==> src/rvCorePkg.sv <==
package rvCorePkg;

    typedef logic [31:0] wordT;
    typedef logic [4:0]  regAddrT;
    typedef logic [2:0]  aluCtrlT;
    typedef logic [1:0]  aluOpT;
    typedef logic [2:0]  immSrcT;
    typedef logic [1:0]  resultSrcT;
    typedef logic [2:0]  cmpFlagsT;

    localparam aluCtrlT aluAdd  = 3'd0;
    localparam aluCtrlT aluSub  = 3'd1;
    localparam aluCtrlT aluAnd  = 3'd2;
    localparam aluCtrlT aluOr   = 3'd3;
    localparam aluCtrlT aluXor  = 3'd4;
    localparam aluCtrlT aluSlt  = 3'd5;
    localparam aluCtrlT aluSltu = 3'd6;

    localparam aluOpT aluOpAdd   = 2'b00; // Address calc
    localparam aluOpT aluOpSub   = 2'b01; // Branch compare
    localparam aluOpT aluOpFunct = 2'b10;

    localparam immSrcT immI = 3'd0;
    localparam immSrcT immS = 3'd1;
    localparam immSrcT immB = 3'd2;
    localparam immSrcT immJ = 3'd3;

    localparam resultSrcT resAlu = 2'd0;
    localparam resultSrcT resMem = 2'd1;
    localparam resultSrcT resPc4 = 2'd2;

    // Bit positions in cmpFlagsT
    localparam int cmpEqBit  = 0;
    localparam int cmpLtBit  = 1;
    localparam int cmpLtuBit = 2;

    localparam int memWordsLp = 64;

endpackage

==> src/rvIsaPkg.sv <==
package rvIsaPkg;

    typedef logic [6:0] opcodeT;
    typedef logic [2:0] funct3T;

    // Major opcodes
    localparam opcodeT opR      = 7'b0110011;
    localparam opcodeT opImm    = 7'b0010011;
    localparam opcodeT opLoad   = 7'b0000011;
    localparam opcodeT opStore  = 7'b0100011;
    localparam opcodeT opBranch = 7'b1100011;
    localparam opcodeT opJal    = 7'b1101111;

    // Branch conditions
    localparam funct3T f3Beq  = 3'b000;
    localparam funct3T f3Bne  = 3'b001;
    localparam funct3T f3Blt  = 3'b100;
    localparam funct3T f3Bge  = 3'b101;
    localparam funct3T f3Bltu = 3'b110;
    localparam funct3T f3Bgeu = 3'b111;

    // Register and immediate ALU ops
    localparam funct3T f3AddSub = 3'b000;
    localparam funct3T f3Slt    = 3'b010;
    localparam funct3T f3Sltu   = 3'b011;
    localparam funct3T f3Xor    = 3'b100;
    localparam funct3T f3Or     = 3'b110;
    localparam funct3T f3And    = 3'b111;

    // Width code of word loads and stores
    localparam funct3T f3Word = 3'b010;

endpackage

==> src/aluDecoder.sv <==
module aluDecoder import rvCorePkg::*, rvIsaPkg::*; (
    input  aluOpT   aluOp,
    input  funct3T  funct3,
    input  logic    funct75,
    input  logic    opFunct75,
    output aluCtrlT aluCtrl
);

    logic isSub;

    // Only R-type carries a real funct7
    assign isSub = funct75 & opFunct75;

    always_comb begin
        case (aluOp)
            aluOpAdd: aluCtrl = aluAdd;
            aluOpSub: aluCtrl = aluSub;
            default: begin
                case (funct3)
                    f3AddSub: aluCtrl = isSub ? aluSub : aluAdd;
                    f3Slt:    aluCtrl = aluSlt;
                    f3Sltu:   aluCtrl = aluSltu;
                    f3Xor:    aluCtrl = aluXor;
                    f3Or:     aluCtrl = aluOr;
                    f3And:    aluCtrl = aluAnd;
                    default:  aluCtrl = aluAdd; // Shifts unsupported
                endcase
            end
        endcase
    end

endmodule

==> src/control.sv <==
module control import rvCorePkg::*, rvIsaPkg::*; (
    input  wordT      instr,
    input  cmpFlagsT  cmpFlags,
    output logic      regWrite,
    output logic      aluSrc,
    output logic      memWrite,
    output logic      pcSrc,
    output aluCtrlT   aluCtrl,
    output immSrcT    immSrc,
    output resultSrcT resultSrc,
    output funct3T    funct3
);

    opcodeT opcode;
    logic   branch;
    logic   jump;
    aluOpT  aluOp;
    logic   taken;

    assign opcode = instr[6:0];
    assign funct3 = instr[14:12];

    mainDecoder mainDec (
        .opcode(opcode),
        .regWrite(regWrite),
        .aluSrc(aluSrc),
        .memWrite(memWrite),
        .branch(branch),
        .jump(jump),
        .resultSrc(resultSrc),
        .immSrc(immSrc),
        .aluOp(aluOp)
    );

    aluDecoder aluDec (
        .aluOp(aluOp),
        .funct3(funct3),
        .funct75(instr[30]),
        .opFunct75(opcode[5]),
        .aluCtrl(aluCtrl)
    );

    always_comb begin
        case (funct3)
            f3Beq:   taken = cmpFlags[cmpEqBit];
            f3Bne:   taken = ~cmpFlags[cmpEqBit];
            f3Blt:   taken = cmpFlags[cmpLtBit];
            f3Bge:   taken = ~cmpFlags[cmpLtBit];
            f3Bltu:  taken = cmpFlags[cmpLtuBit];
            f3Bgeu:  taken = ~cmpFlags[cmpLtuBit];
            default: taken = 1'b0;
        endcase
    end

    assign pcSrc = jump | (branch & taken);

endmodule

==> src/mainDecoder.sv <==
module mainDecoder import rvCorePkg::*, rvIsaPkg::*; (
    input  opcodeT    opcode,
    output logic      regWrite,
    output logic      aluSrc,
    output logic      memWrite,
    output logic      branch,
    output logic      jump,
    output resultSrcT resultSrc,
    output immSrcT    immSrc,
    output aluOpT     aluOp
);

    always_comb begin
        // Defaults act as a no-op
        regWrite  = 1'b0;
        aluSrc    = 1'b0;
        memWrite  = 1'b0;
        branch    = 1'b0;
        jump      = 1'b0;
        resultSrc = resAlu;
        immSrc    = immI;
        aluOp     = aluOpAdd;

        case (opcode)
            opR: begin
                regWrite = 1'b1;
                aluOp    = aluOpFunct;
            end
            opImm: begin
                regWrite = 1'b1;
                aluSrc   = 1'b1;
                aluOp    = aluOpFunct;
            end
            opLoad: begin
                regWrite  = 1'b1;
                aluSrc    = 1'b1;
                resultSrc = resMem;
            end
            opStore: begin
                memWrite = 1'b1;
                aluSrc   = 1'b1;
                immSrc   = immS;
            end
            opBranch: begin
                branch = 1'b1;
                immSrc = immB;
                aluOp  = aluOpSub;
            end
            opJal: begin
                regWrite  = 1'b1;
                jump      = 1'b1;
                immSrc    = immJ;
                resultSrc = resPc4; // Link address
            end
            default: ;
        endcase
    end

endmodule

==> config.mk <==
export PLATFORM = sky130hd
export DESIGN_NAME = control
export DESIGN_NICKNAME = d
export VERILOG_FILES = /design/src/rvCorePkg.sv /design/src/rvIsaPkg.sv /design/src/aluDecoder.sv /design/src/control.sv /design/src/mainDecoder.sv
export SDC_FILE = /design/constraint.sdc
export NUM_CORES = 1
export LEC_CHECK = 0
export ABC_CLOCK_PERIOD_IN_PS = 1200
export BUFFER_PORTS_ARGS = -buffer_cell sky130_fd_sc_hd__buf_2
export CORE_AREA = 5 5 42 44
export DETAILED_ROUTE_END_ITERATION = 12
export DIE_AREA = 0 0 47 49
export PLACE_DENSITY = 0.67
export SLEW_MARGIN = 20
export SYNTH_ARGS = -nofsm -noshare
export SYNTH_HDL_FRONTEND = slang
export SYNTH_SLANG_ARGS = --single-unit
export TNS_END_PERCENT = 5
==> constraint.sdc <==
create_clock -name vclk -period 1.2
set_input_delay 0.3 -clock vclk [all_inputs]
set_output_delay 0.3 -clock vclk [all_outputs]
set_load 0.005 [all_outputs]
==> flow_metrics.py, run 1 <==
metrics = {
    "status": {
        "outcome": "complete, but fails checks",
        "violations": "setup timing",
    },
    "yosys": {
        "muxShareOfSynthArea": 0.03922,
        "synth_commonest_cells": "nor2_1, buf_4, nor3_1, xor2_1",
        "avgSynthCellArea_sq_um": 6.077,
        "synth_compound_area_frac": 0.2549,
        "synth_area_sq_um": 255.2,
        "yosys.area_share.adder": 0,
        "synthSimpleGateAreaFrac": 0.4510,
        "synth_nets": 77,
        "synth.top_cell.area_share": 0.1471,
        "syn_inst": 42,
        "synth_top_family_by_area": "simple AND/OR/NAND/NOR gates",
        "yosysMostFrequentCell": "nor2_1",
        "yosysSeqAreaShare": 0,
        "synth_area_leaders": "nor2_1, buf_4, xor2_1",
        "yosysWarnings": 0,
        "synth_xor_xnor_area_share": 0.1029,
        "synth_top_area_cell": "nor2_1",
        "synth.distinct_cells": 21,
    },
    "floorplan": {
        "boundaryPins": 50,
        "std_cell_rows": 14,
        "dieWidth_um": 47,
        "dieArea_sq_mm": 0.002303,
        "die_height_um": 49,
        "initial_utilization": 0.1821,
        "core-area_sq_mm": 0.001401,
    },
    "grt": {
        "grt_max_degree": 7,
        "overflow": 0,
        "grtUsageTotal": 0.08006,
        "antenna_found_initial": 0,
        "grt_pass1_vias": 357,
        "grt_first_pass_wirelength_um": 1511,
    },
    "setup_path": {
        "crit_chain": "buf_4 -> and3b_2 -> buf_4 -> o2111a_1 -> buf_2",
        "worstPathArrival_ps": 1120,
        "critPathSlowestCell": "o2111a_1",
        "required_ps": 900,
        "crit_path_frequent_cell": "buf_4",
        "end_kind": "primary output",
        "critPathMaxStageDelay_ps": 230,
        "start_kind": "input port",
        "path_buf_inv": 3,
        "cp_max_fo": 3,
        "crit_family": "buffers and inverters",
        "critPathKind": "in2out",
    },
    "sta": {
        "rsz0062_at_grt": "yes",
        "period_share": 1.181,
        "worst_slack_ps": -217.4,
        "setup_viol": 11,
        "hold_viol": 0,
        "tns_ps": -1303,
        "fmax_mhz": 705.5,
        "hold_ws_ps": 866.0,
        "maxSlewViolCount": 0,
        "min_period_ps": 1417,
    },
    "power": {
        "p_switching_uw": 64.99,
        "comb_power_share": 1.000,
        "powerDensity_mw_per_mm2": 266.0,
        "leakage_nw": 0.2955,
        "switching_share": 0.4490,
        "p_seq_frac": 0,
        "intPower_uw": 79.77,
        "peakVddDrop_v": 0.0001205,
        "clockPowerShare": 0,
    },
    "cells_and_area": {
        "antenna-diode-count": 0,
        "nNetsFinal": 112,
        "seq_cell_count": 0,
        "regArea_sq_um": 0,
        "drive_gt1_frac": 0.6400,
        "synthToLayoutAreaGrowth_pct": 113.2,
        "stdcell_count": 91,
        "nClkBuffers": 0,
    },
    "clocking": {
        "cts_hold_buffers": 0,
        "postCtsSetupBuffers": 0,
    },
    "routing": {
        "dr.pass1.iters": 4,
        "dr.first_iter.drc_count": 3,
        "avgRoutedWirePerCell_um": 10.29,
        "vias_per_cell": 4.527,
        "drc": 0,
        "route.vias.total": 412,
        "ant_nets": 0,
        "finalWirelength_um": 936,
    },
    "place": {
        "hpwl_um": 812.3,
        "portBuffers": 28,
        "gp_congestion": 0.6796,
        "dp.cells": 91,
        "pre_cts_ws_ps": -223.3,
    },
    "hold_path": {
        "hold_class": "in2out",
    },
    "run": {
        "maxCapViolCount": 0,
    },
}
-- area by class of cell --
cell class / instances / area [sq um]
Fill cell: 157 / 857.1
Multi-Input combinational cell: 37 / 275.3
Timing Repair Buffer: 38 / 249.0
Tap cell: 16 / 20.02
-- layer usage --
| layer | wire, um | track usage | vias to the layer above |
|---|---|---|---|
| li1 | - | - | 216 |
| met3 | 104 | 0.003690 | 0 |
| met1 | 369 | 0.1133 | 179 |
| met2 | 463 | 0.1380 | 17 |
| met5 | 0 | 0 | - |
| met4 | 0 | 0 | 0 |
-- path summary, 6_finish.rpt --
path,start,slack (ps),end,depth (start not counted)
max,instr[6],-220,aluCtrl[0],5
min,instr[12],870,funct3[0],2
-- kinds of logic after synthesis --
group / Yosys count
xor gates and xnor gates: 3
AOI/OAI and AO/OA: 9
buffers and inverters: 5
and+or+nand+nor: 23
muxes: 1
other: 1
-- power groups by stage --
| stage | Clock (mW) | Sequential, mW | Combinational (mW) |
|---|---|---|---|
| 6_report | 0 | 0 | 0.145 |
| 5_1_grt | 0 | 0 | 0.159 |
| 4_1_cts | 0 | 0 | 0.127 |
| 3_5_place_dp | 0 | 0 | 0.116 |
| 3_3_place_gp | 0 | 0 | 0.114 |
| 2_1_floorplan | 0 | 0 | 0.0518 |
-- cells in the final DEF, fill, tap and decap left out, types with 2 or more instances in the layout --
| cell | Yosys | layout |
|---|---|---|
| a21oi_1 | 2 | 2 |
| buf_2 | 1 | 22 |
| buf_4 | 4 | 11 |
| buf_6 | 0 | 3 |
| nand3_2 | 0 | 2 |
| nor2_1 | 10 | 9 |
| xor2_1 | 3 | 3 |
-- through the flow --
stage | instance area [sq um] | total power [mW] | util
6_report | 544.3 | 0.1448 | 0.3884
5_1_grt | 544.3 | 0.1591 | 0.3884
4_1_cts | 490.5 | 0.1270 | 0.3500
3_5_place_dp | 460.4 | 0.1158 | 0.3286
3_3_place_gp | 460.4 | 0.1141 | 0.3286
2_1_floorplan | 260.3 | 0.05177 | -
-- timing repair --
item,in CTS,in global routing
pin swaps,2,4
resized for setup,7,13
setup endpoints to repair,11,11
Note: power is estimated with default switching activity, not from simulation.
==> inputs of run 2 (changes only) <==
--- a/config.mk
+++ b/config.mk
@@ -7,10 +7,12 @@
 export LEC_CHECK = 0
 export ABC_CLOCK_PERIOD_IN_PS = 1200
 export BUFFER_PORTS_ARGS = -buffer_cell sky130_fd_sc_hd__buf_2
-export CORE_AREA = 5 5 42 44
+export CAP_MARGIN = 40
+export CORE_AREA = 2 2 39 41
 export DETAILED_ROUTE_END_ITERATION = 12
-export DIE_AREA = 0 0 47 49
+export DIE_AREA = 0 0 41 43
 export PLACE_DENSITY = 0.67
+export REMOVE_ABC_BUFFERS = 1
 export SLEW_MARGIN = 20
 export SYNTH_ARGS = -nofsm -noshare
 export SYNTH_HDL_FRONTEND = slang
==> run 2 against run 1 <==
The flow still finishes with violations (setup timing). Die area shrank 23%. Worst hold slack improved by 7.8 ps. Flip-flop and latch count unchanged. Routed wire length is 11% lower.
==> flow_metrics.py, run 2 (same netlist as run 1, synthesis figures left out) <==
metrics = {
    "clocking": {
        "cts_hold_buffers": 0,
        "postCtsSetupBuffers": 0,
    },
    "setup_path": {
        "critPathMaxStageDelay_ps": 230,
        "critPathSlowestCell": "o2111a_1",
        "end_kind": "primary output",
        "start_kind": "input port",
        "required_ps": 900,
        "critPathKind": "in2out",
        "crit_start": "instr[30]",
        "crit_chain": "buf_6 -> and3b_1 -> o211a_1 -> o2111a_1 -> buf_2",
        "worstPathArrival_ps": 1110,
        "cp_max_fo": 1,
    },
    "floorplan": {
        "core-area_sq_mm": 0.001384,
        "dieArea_sq_mm": 0.001763,
        "initial_utilization": 0.1844,
        "std_cell_rows": 14,
        "die_height_um": 43,
        "dieWidth_um": 41,
        "boundaryPins": 50,
    },
    "grt": {
        "overflow": 0,
        "grt_first_pass_wirelength_um": 1311,
        "grt_max_degree": 7,
        "grt_pass1_vias": 350,
        "grtUsageTotal": 0.09790,
        "antenna_found_initial": 0,
    },
    "cells_and_area": {
        "regArea_sq_um": 0,
        "mostFrequentLayoutCells": "buf_2, nor2_1, buf_6, buf_4, xor2_1",
        "synthToLayoutAreaGrowth_pct": 102.5,
        "stdcell_count": 89,
        "drive_gt1_frac": 0.5616,
        "nNetsFinal": 110,
        "seq_cell_count": 0,
        "nClkBuffers": 0,
        "final_common_cell": "buf_2",
        "final_core_util": 0.3734,
        "antenna-diode-count": 0,
    },
    "place": {
        "portBuffers": 28,
        "pre_cts_ws_ps": -217.6,
        "dp.cells": 89,
        "gp_congestion": 0.7413,
        "hpwl_um": 701.2,
    },
    "sta": {
        "min_period_ps": 1414,
        "period_share": 1.178,
        "worst_slack_ps": -213.6,
        "hold_ws_ps": 873.8,
        "maxSlewViolCount": 0,
        "hold_viol": 0,
        "rsz0062_at_grt": "yes",
        "setup_viol": 11,
        "fmax_mhz": 707.4,
    },
    "routing": {
        "vias_per_cell": 4.315,
        "dr.first_iter.drc_count": 3,
        "avgRoutedWirePerCell_um": 9.337,
        "route.vias.total": 384,
        "dr.pass1.iters": 3,
        "drc": 0,
        "finalWirelength_um": 831,
        "ant_nets": 0,
    },
    "power": {
        "leakage_nw": 0.2848,
        "peakVddDrop_v": 0.0001098,
        "powerDensity_mw_per_mm2": 257.4,
    },
    "status": {
        "outcome": "complete, but fails checks",
        "violations": "setup timing",
    },
    "hold_path": {
        "hold_class": "in2out",
        "hold_start": "instr[14]",
    },
    "run": {
        "maxCapViolCount": 0,
    },
}
run 2: cell count changes in the layout (fill, tap and decap cells not counted), sizes merged:
cell    before  now
buf         37   36
clkbuf       1    0
run 2: area by class of cell:
type	instances	area (sq um)
well taps	16	20.02
fillers	154	867.1
multi-input cells	37	245.2
repair buffers	36	251.5
run 2: stage by stage:
stage / setup TNS (ps) / total power [mW] / cell area (sq um)
global placement: -1846 / 0.1077 / 440.4
floorplan: -63.15 / 0.03716 / 220.2
finish: -1373 / 0.1330 / 516.7
CTS: -1497 / 0.1227 / 486.7
global route: -1945 / 0.1471 / 516.7
detailed placement: -1873 / 0.1090 / 440.4
run 2: what timing repair did:
action                                  4_1_cts  5_1_grt
pin swaps                                    10        3
cloned                                        0        0
endpoints found under the setup margin       11       11
gates resized for setup                       9        8
run 2: metal layers:
| layer | vias to the layer above | global-route usage | wire length (um) |
|---|---|---|---|
| li1 | 209 | - | - |
| met1 | 155 | 0.1392 | 374 |
| met2 | 20 | 0.1688 | 367 |
| met3 | 0 | 0 | 89 |
| met4 | 0 | 0 | 0 |
| met5 | - | 0 | 0 |
run 2: final timing paths:
kind,to,slack (ps),depth (start not counted)
hold / removal,funct3[2],870,3
setup / recovery,aluCtrl[0],-210,5
run 2: critical path, delay by kind of cell:
kind | cells | cell delay [ps]
simple gates | 1 | 160
buf+inv | 2 | 210
compound gates | 2 | 440
run 2: report_power, final:
group / switching (mW) / internal (mW)
combinational: 0.0572 / 0.0758
sequential: 0 / 0
clock: 0 / 0
